**config.mk**
```make
export PLATFORM = sky130hd
export DESIGN_NAME = lcdDrawTop
export DESIGN_NICKNAME = d
export VERILOG_FILES = /design/src/hw/lcdDrawPkg.sv /design/src/hw/drawSequencer.sv /design/src/hw/drawCmdFifo.sv /design/src/hw/drawEngine.sv /design/src/hw/lcdDrawTop.sv
export VERILOG_INCLUDE_DIRS = /design/src /design/src/hw
export SDC_FILE = /design/constraint.sdc
export NUM_CORES = 1
export LEC_CHECK = 0
export ABC_AREA = 1
export BUFFER_PORTS_ARGS = -buffer_cell sky130_fd_sc_hd__buf_2
export CORE_MARGIN = 1.5
export CORE_UTILIZATION = 56
export CTS_CLUSTER_DIAMETER = 120
export DETAILED_ROUTE_END_ITERATION = 8
export GPL_TIMING_DRIVEN = 1
export PLACE_DENSITY = 0.76
export SLEW_MARGIN = 20
export SYNTH_ARGS = -nofsm -noshare
export SYNTH_HDL_FRONTEND = slang
export SYNTH_HIERARCHICAL = 1
export SYNTH_SLANG_ARGS = --single-unit
```
**constraint.sdc**
```tcl
create_clock -name clk -period 7.3 [get_ports clk]
set_input_delay 1.46 -clock clk [delete_from_list [all_inputs] [get_ports clk]]
set_output_delay 1.46 -clock clk [all_outputs]
set_load 0.05 [all_outputs]
```
**src/hw/lcdDraw_consts.svh**
```systemverilog
`ifndef LCD_DRAW_CONSTS_SVH
`define LCD_DRAW_CONSTS_SVH

////////////////////////////////////////////////////////////////////////////
// Frame geometry.
////////////////////////////////////////////////////////////////////////////

`define FRAME_W 32 // Pixels per row.
`define FRAME_H 16 // Rows with row 0 at top.
`define ADDR_W  9  // Pixel word address width.

////////////////////////////////////////////////////////////////////////////
// RGB565 colours.
////////////////////////////////////////////////////////////////////////////

`define COLOR_BG   16'h0000 // Background.
`define COLOR_BAR  16'h07E0 // Green bar.
`define COLOR_MARK 16'hF800 // Red max marker.

// Command FIFO entries as a power of two.
`define CMD_FIFO_DEPTH 4

`endif

```
**src/hw/lcdDrawPkg.sv**
```systemverilog
`default_nettype none

package lcdDrawPkg;

    ////////////////////////////////////////////////////////////////////////////
    // Draw command set.
    ////////////////////////////////////////////////////////////////////////////

    // Opcode of one draw command.
    typedef enum logic [1:0] {
        OpFill = 2'd0, // Whole frame in one colour.
        OpBar  = 2'd1, // One column with a bar from the bottom.
        OpMark = 2'd2  // Single marker pixel.
    } drawOp_t;

    // One queued command of 29 bits.
    // For Bar, level is the bar height (0..16).
    // For Mark, level is the target row (0..15).
    typedef struct packed {
        drawOp_t     op;
        logic [4:0]  col;         // Column of Bar and Mark.
        logic [4:0]  level;       // Height or row.
        logic [15:0] color;       // RGB565.
        logic        lastOfFrame; // Closes one refresh.
    } drawCmd_t;

endpackage

`default_nettype wire

```
**src/hw/drawSequencer.sv**
```systemverilog
`timescale 1ns/1ns
`default_nettype none
`include "lcdDraw_consts.svh"

module drawSequencer (
    input  logic                  clk,
    input  logic                  rst_n,
    input  logic                  en,
    input  logic [7:0]            cursorIndex,
    input  logic [31:0]           pulseCount,
    input  logic [15:0]           maxPulse,
    input  logic [2:0]            gainShift,
    input  logic                  cmdReady,
    input  logic                  frameDone,
    output logic                  cmdValid,
    output lcdDrawPkg::drawCmd_t  cmd
);

    typedef enum logic [2:0] {
        Boot,
        Clear,
        Bar,
        Mark,
        WaitFrame
    } seqState_t;

    seqState_t   state;
    logic        snapTake;
    logic [31:0] pulseScaled;
    logic [15:0] maxScaled;
    logic [4:0]  barLevelNext;
    logic [4:0]  markRowNext;
    logic [4:0]  barCol;   // Snapshot of cursor column.
    logic [4:0]  barLevel; // Snapshot of bar height.
    logic [4:0]  markRow;  // Snapshot of marker row.

    ////////////////////////////////////////////////////////////////////////////
    // Scale and clip the live inputs.
    ////////////////////////////////////////////////////////////////////////////

    always_comb begin
        pulseScaled = pulseCount >> gainShift; // Gain divider.
        maxScaled   = maxPulse >> gainShift;
        if (pulseScaled > 32'(`FRAME_H)) begin
            barLevelNext = 5'(`FRAME_H); // Full column.
        end else begin
            barLevelNext = pulseScaled[4:0];
        end
        // Larger max sits higher, so the row counts down from the bottom.
        if (maxScaled > 16'(`FRAME_H - 1)) begin
            markRowNext = 5'd0;
        end else begin
            markRowNext = 5'(`FRAME_H - 1) - maxScaled[4:0];
        end
    end

    // Boot entry or end of a refresh.
    assign snapTake = en && ((state == Boot) || (state == WaitFrame && frameDone));

    always_ff @(posedge clk) begin
        if (snapTake) begin
            barCol   <= cursorIndex[4:0]; // Modulo FRAME_W.
            barLevel <= barLevelNext;
            markRow  <= markRowNext;
        end
    end

    ////////////////////////////////////////////////////////////////////////////
    // Step machine.
    ////////////////////////////////////////////////////////////////////////////

    always_ff @(posedge clk or negedge rst_n) begin
        if (!rst_n) begin
            state <= Boot;
        end else if (!en) begin
            state <= Boot; // Restart on enable.
        end else begin
            case (state)
                Boot:      state <= Clear;
                Clear:     state <= cmdReady ? Bar : Clear;
                Bar:       state <= cmdReady ? Mark : Bar;
                Mark:      state <= cmdReady ? WaitFrame : Mark;
                WaitFrame: state <= frameDone ? Bar : WaitFrame;
                default:   state <= Boot;
            endcase
        end
    end

    // Command follows the state and holds until accepted.
    always_comb begin
        cmdValid        = 1'b0;
        cmd.op          = lcdDrawPkg::OpFill;
        cmd.col         = 5'd0;
        cmd.level       = 5'd0;
        cmd.color       = `COLOR_BG;
        cmd.lastOfFrame = 1'b0;
        case (state)
            Clear: begin
                cmdValid = en; // Boot clear.
            end
            Bar: begin
                cmdValid  = en;
                cmd.op    = lcdDrawPkg::OpBar;
                cmd.col   = barCol;
                cmd.level = barLevel;
                cmd.color = `COLOR_BAR;
            end
            Mark: begin
                cmdValid        = en;
                cmd.op          = lcdDrawPkg::OpMark;
                cmd.col         = 5'(`FRAME_W - 1); // Last column.
                cmd.level       = markRow;
                cmd.color       = `COLOR_MARK;
                cmd.lastOfFrame = 1'b1; // Engine answers with frameDone.
            end
            default: begin
                cmdValid = 1'b0;
            end
        endcase
    end

endmodule

`default_nettype wire

```
**src/hw/drawCmdFifo.sv**
```systemverilog
`timescale 1ns/1ns
`default_nettype none

module drawCmdFifo #(
    parameter type PayloadT = logic [7:0],
    parameter int  Depth    = 4 // Power of two.
) (
    input  logic    clk,
    input  logic    rst_n,
    input  logic    pushValid,
    input  PayloadT pushData,
    output logic    pushReady,
    output logic    popValid,
    output PayloadT popData,
    input  logic    pop
);

    localparam int PtrW = $clog2(Depth);

    PayloadT         mem [Depth];
    logic [PtrW-1:0] wrPtr;
    logic [PtrW-1:0] rdPtr;
    logic [PtrW:0]   count; // Occupancy 0..Depth.
    logic            full;
    logic            doPush;
    logic            doPop;

    assign full      = (count == (PtrW + 1)'(Depth));
    assign popValid  = (count != '0);
    assign pushReady = !full || pop; // Slot freed by a same-cycle pop.
    assign popData   = mem[rdPtr];   // Head entry.
    assign doPush    = pushValid && pushReady;
    assign doPop     = pop && popValid;

    // Storage.
    always_ff @(posedge clk) begin
        if (doPush) begin
            mem[wrPtr] <= pushData;
        end
    end

    // Pointers wrap on their own width.
    always_ff @(posedge clk or negedge rst_n) begin
        if (!rst_n) begin
            wrPtr <= '0;
            rdPtr <= '0;
            count <= '0;
        end else begin
            if (doPush) begin
                wrPtr <= wrPtr + 1'b1;
            end
            if (doPop) begin
                rdPtr <= rdPtr + 1'b1;
            end
            if (doPush && !doPop) begin
                count <= count + 1'b1;
            end else if (doPop && !doPush) begin
                count <= count - 1'b1;
            end
        end
    end

endmodule

`default_nettype wire

```
**src/hw/drawEngine.sv**
```systemverilog
`timescale 1ns/1ns
`default_nettype none
`include "lcdDraw_consts.svh"

module drawEngine (
    input  logic                    clk,
    input  logic                    rst_n,
    input  logic                    popValid,
    input  lcdDrawPkg::drawCmd_t    popCmd,
    output logic                    pop,
    output logic                    cyc,
    output logic                    stb,
    output logic                    we,
    output logic [`ADDR_W-1:0]      adr,
    output logic [15:0]             datW,
    input  logic                    ack,
    output logic                    frameDone
);

    localparam int AddrW = `ADDR_W;
    localparam int RowW  = $clog2(`FRAME_H);

    typedef enum logic {
        Idle,
        Write
    } engState_t;

    engState_t            state;
    lcdDrawPkg::drawCmd_t cmdReg;  // Command being drawn.
    logic [AddrW-1:0]     pixIdx;  // Pixel counter within the region.
    logic [AddrW-1:0]     lastIdx;
    logic                 lastPix;
    logic [RowW-1:0]      row;
    logic [4:0]           barTop;  // First row painted with bar colour.

    ////////////////////////////////////////////////////////////////////////////
    // Region walk per opcode.
    ////////////////////////////////////////////////////////////////////////////

    always_comb begin
        row     = pixIdx[RowW-1:0];
        barTop  = 5'(`FRAME_H) - cmdReg.level;
        lastIdx = '0;
        adr     = pixIdx;           // Fill walks in address order.
        datW    = cmdReg.color;
        case (cmdReg.op)
            lcdDrawPkg::OpFill: begin
                lastIdx = AddrW'(`FRAME_W * `FRAME_H - 1);
            end
            lcdDrawPkg::OpBar: begin
                lastIdx = AddrW'(`FRAME_H - 1); // Top to bottom.
                adr     = AddrW'(row * `FRAME_W + cmdReg.col);
                if (5'(row) < barTop) begin
                    datW = `COLOR_BG; // Above the bar.
                end
            end
            default: begin
                adr = AddrW'(cmdReg.level[RowW-1:0] * `FRAME_W + cmdReg.col);
            end
        endcase
        lastPix = (pixIdx == lastIdx);
    end

    // Take the head at once when idle.
    assign pop = (state == Idle) && popValid;

    // Bus strobe straight from state.
    assign cyc = (state == Write);
    assign stb = (state == Write);
    assign we  = (state == Write); // Writes only.

    always_ff @(posedge clk) begin
        if (pop) begin
            cmdReg <= popCmd;
        end
    end

    ////////////////////////////////////////////////////////////////////////////
    // Transfer control.
    ////////////////////////////////////////////////////////////////////////////

    always_ff @(posedge clk or negedge rst_n) begin
        if (!rst_n) begin
            state     <= Idle;
            pixIdx    <= '0;
            frameDone <= 1'b0;
        end else begin
            frameDone <= 1'b0; // Single-cycle pulse.
            case (state)
                Idle: begin
                    if (pop) begin
                        pixIdx <= '0;
                        state  <= Write;
                    end
                end
                Write: begin
                    if (ack) begin
                        if (lastPix) begin
                            state     <= Idle; // Pop again next cycle.
                            frameDone <= cmdReg.lastOfFrame;
                        end else begin
                            pixIdx <= pixIdx + 1'b1; // Next write follows directly.
                        end
                    end
                end
                default: state <= Idle;
            endcase
        end
    end

endmodule

`default_nettype wire

```
**src/hw/lcdDrawTop.sv**
```systemverilog
`timescale 1ns/1ns
`default_nettype none
`include "lcdDraw_consts.svh"

module lcdDrawTop (
    input  logic               clk,
    input  logic               rst_n,
    input  logic               en,
    input  logic [7:0]         cursorIndex,
    input  logic [31:0]        pulseCount,
    input  logic [15:0]        maxPulse,
    input  logic [2:0]         gainShift,
    output logic               cyc,
    output logic               stb,
    output logic               we,
    output logic [`ADDR_W-1:0] adr,
    output logic [15:0]        datW,
    input  logic               ack,
    output logic               frameDone
);

    // Sequencer to FIFO.
    logic                 cmdValid;
    logic                 cmdReady;
    lcdDrawPkg::drawCmd_t cmd;

    // FIFO to engine.
    logic                 popValid;
    logic                 pop;
    lcdDrawPkg::drawCmd_t popCmd;

    drawSequencer drawSequencer_inst (
        .clk         (clk),
        .rst_n       (rst_n),
        .en          (en),
        .cursorIndex (cursorIndex),
        .pulseCount  (pulseCount),
        .maxPulse    (maxPulse),
        .gainShift   (gainShift),
        .cmdReady    (cmdReady),
        .frameDone   (frameDone), // Refresh handshake.
        .cmdValid    (cmdValid),
        .cmd         (cmd)
    );

    drawCmdFifo #(
        .PayloadT (lcdDrawPkg::drawCmd_t),
        .Depth    (`CMD_FIFO_DEPTH)
    ) drawCmdFifo_inst (
        .clk       (clk),
        .rst_n     (rst_n),
        .pushValid (cmdValid),
        .pushData  (cmd),
        .pushReady (cmdReady),
        .popValid  (popValid),
        .popData   (popCmd),
        .pop       (pop)
    );

    drawEngine drawEngine_inst (
        .clk       (clk),
        .rst_n     (rst_n),
        .popValid  (popValid),
        .popCmd    (popCmd),
        .pop       (pop),
        .cyc       (cyc),
        .stb       (stb),
        .we        (we),
        .adr       (adr),
        .datW      (datW),
        .ack       (ack),
        .frameDone (frameDone)
    );

endmodule

`default_nettype wire

```
==> flow_metrics.tcl <==
set metrics [dict create \
    placed_cell_area_um2 9400 \
    cts-root-buf "clkbuf_16" \
    all_layer_global_routing_usage_pct 20.5 \
    setup.worst_path.end_class "output pin" \
    crit_chain "inv_1, ha_1, xor2_1, ha_1, nand2_1, nand2_1, nand4_1, nand2_1, clkinv_2, nand3_4, nand2_1, inv_1, buf_2" \
    rsz0062_at_grt "no" \
    p_total_mw 3.27 \
    cts_hold_buf 0 \
    worst_path_largest_cell_delay_ns 0.39 \
    ctsLongestPathBuffers 2 \
    timing.final.crit_period_ns 4.07 \
    vdd_drop_max_v 0.000197 \
    io-pin-count 92 \
    drive_above_1_share_pct 17.3 \
    cpMaxStageDelayCell "edfxtp_1" \
    first_iter_violations 396 \
    fin_setup_tns_ns 0 \
    ys_async_sr_fraction_pct 11.6 \
    yosys_synthesis_warning_count 6 \
    avgRoutedWirePerCell_um 13.3 \
    status "complete, no violations" \
    finalWeightedCongestion 0.815 \
    portBuffers 88 \
    tightestPinTransition_ns 0.829 \
    power_density_nw_per_um2 326 \
    post_cts_resize_count 0 \
    syn-cell-area_um2 8940 \
    grt_first_pass_wirelength_um 26400 \
    cap_violations 0 \
    finish.instance_area_um2 10000 \
    die_area_um2 16700 \
    viasPerCell 5.16 \
    max-slew-margin-rel_pct 44.5 \
    grtUsageMet1_pct 24.5 \
    critical_path_class "reg2out" \
    largest_fanout_on_the_critical_path 16 \
    max_freq_mhz 246 \
    critical_path.n_buffers_inverters 4 \
    crit_top_cell "nand2_1" \
    global_route.overflow_total 0 \
    remaining_drc_errors 0 \
    yosysSeqAreaShare_pct 59.6 \
    startpoint_type "flop" \
    dp_hpwl_um 10000 \
    cp_delay_by_family_top "simple AND/OR/NAND/NOR gates" \
    post_synth.cell_area_avg_um2 9.83 \
    setup_viol_count_final 0 \
    min_period_over_period_pct 55.8 \
    cts_made_buffers 17 \
    area.growth.synth_to_final_pct 12.0 \
    final_common_cell "nand2_1" \
    die_w_um 129 \
    cts_tree "yes" \
    syn-instance-count 910 \
    crit_arrival_ns 2.61 \
    cp_data_required_time_ns 5.84 \
    first_global_vias 5704 \
    skew_ns 0.00918 \
    pin_count_of_the_biggest_net_entering_global_routing 61 \
    most-common-layout-cells "236 x nand2_1, 160 x edfxtp_1, 112 x nor2_1" \
    antenna_cells 0 \
    grt_antenna_before_repair 0 \
    class_of_the_worst_hold_path "reg2reg" \
    detailedRoute.firstPassIterationCount 5 \
    use_met2_pct 35.9 \
    fp.dieH_um 129 \
    met3_usage_pct 4.46 \
    worst_setup_hold_path_clk_slew_ns 0.07 \
    routed_wirelength_um 16100 \
    synth-seq-cells 181 \
    tritoncts_num_sinks 181 \
    finalMaxSlewViolations 0 \
    number_of_placed_instances_taps_included 1175 \
    non_filler_instance_count_after_layout 1207 \
    clkLatencyLatePin_ns 0.43 \
    timing.final.hold_violations 0 \
    p_leak_nw 4.38 \
    clock_tree.htree_level_count 4 \
    floorplan.initialDensity_pct 56.9 \
    synth_cell_type_count 44 \
    fp.coreArea_um2 15700 \
    number_of_nets_still_failing_antenna_checks_after_routing 0 \
    gr-max-usage-layer "met2" \
    cts_post_setup_buffers_inserted 0 \
    standard_cell_rows 46 \
    via_count 6232 \
    synth_edf_count 160 \
    synth_ff_type "edfxtp_1" \
    final_nets 1057 \
]
## state kept, by name, indices dropped and copies added, names as in the netlist
name	cells
drawCmdFifo_inst/count	3
drawCmdFifo_inst/mem	116
drawCmdFifo_inst/rdPtr	2
drawCmdFifo_inst/wrPtr	2
drawEngine_inst/cmdReg	29
drawEngine_inst/cyc	1
drawEngine_inst/frameDone	1
drawEngine_inst/pixIdx	9
drawSequencer_inst/barCol	5
drawSequencer_inst/barLevel	5
drawSequencer_inst/markRow	5
drawSequencer_inst/state	3
## synth_stat cells (5+ instances only)
| master | number | area share, % |
|---|---|---|
| nand2_1 | 236 | 9.9 |
| o211ai_2 | 20 | 2.8 |
| nand3_1 | 58 | 3.2 |
| buf_4 | 20 | 1.7 |
| a21oi_1 | 8 | 0.45 |
| nor2_1 | 116 | 4.9 |
| a22o_1 | 5 | 0.49 |
| nand3b_1 | 5 | 0.42 |
| inv_1 | 103 | 4.3 |
| dfrtp_1 | 21 | 5.9 |
| nor3_1 | 5 | 0.28 |
| buf_2 | 15 | 0.84 |
| o21ai_0 | 47 | 2.6 |
| clkbuf_1 | 10 | 0.42 |
| ha_1 | 15 | 2.1 |
| o211ai_1 | 10 | 0.84 |
| edfxtp_1 | 160 | 54 |
| buf_6 | 9 | 1.1 |
| nand4_1 | 5 | 0.35 |
## kinds of logic after synthesis
family / synth area share, %
muxes: 0.224
xor gates and xnor gates: 0.392
other: 0.0419
adders and majority gates: 2.32
DFF: 59.6
buffers and inverters: 8.60
AOI/OAI and AO/OA: 8.25
and+or+nand+nor: 20.6
## per-layer routing
metal	wire [µm]	up-vias
met5	0	-
met4	221	0
met3	826	17
met2	8140	186
met1	6910	2884
li1	-	3145
## area by class of cell
class                   count  area, µm²
clock buffers              17        425
clock inverters            15        194
fillers                  1222       5700
inverters                 107        405
multi-input cells         573       2870
flip-flops and latches    181       5330
well taps                 216        270
repair buffers             98        515
## final timing paths
kind / start / to / slack [ns] / cells past startpoint
setup / recovery: drawEngine_inst/cmdReg[18] / datW[12] / 3.23 / 13
hold / removal: drawCmdFifo_inst/count[2] / drawCmdFifo_inst/count[2] / 0.49 / 2
setup reg to reg: drawCmdFifo_inst/count[0] / drawCmdFifo_inst/count[2] / 4.32 / 16
hold reg to reg: drawCmdFifo_inst/count[2] / drawCmdFifo_inst/count[2] / 0.49 / 2
max in group asynchronous: rst_n / drawCmdFifo_inst/rdPtr[1] / 5.95 / 1
min in group asynchronous: rst_n / drawCmdFifo_inst/wrPtr[1] / 0.99 / 1
## worst register-to-register path, stage by stage (launching register included)
cell,delay [ns]
dfrtp_1,0.41
nor2_1,0.08
nand2_1,0.15
nand2_1,0.14
inv_1,0.09
buf_4,0.39
nor2_1,0.10
nand2_1,0.23
nand2_1,0.27
inv_1,0.12
ha_1,0.17
inv_1,0.06
fa_1,0.39
nand2_1,0.10
nand3_1,0.07
nand2_1,0.06
nand2_1,0.05
## power breakdown
group          total, mW  internal (mW)  switching, mW
Sequential          1.42           1.34         0.0735
Combinational      0.909          0.266          0.643
Clock              0.943          0.548          0.394
## stage by stage
stage | util, % | worst slack [ns] | hold WS, ns
after floorplan | - | 3.54 | 0.442
after global placement | 59.8 | 3.86 | 0.458
after detailed placement | 59.8 | 3.76 | 0.473
after CTS | 63.7 | 3.22 | 0.492
after global routing | 63.7 | 2.97 | 0.513
final | 63.7 | 3.23 | 0.488
Note: power is estimated with default switching activity, not from simulation.
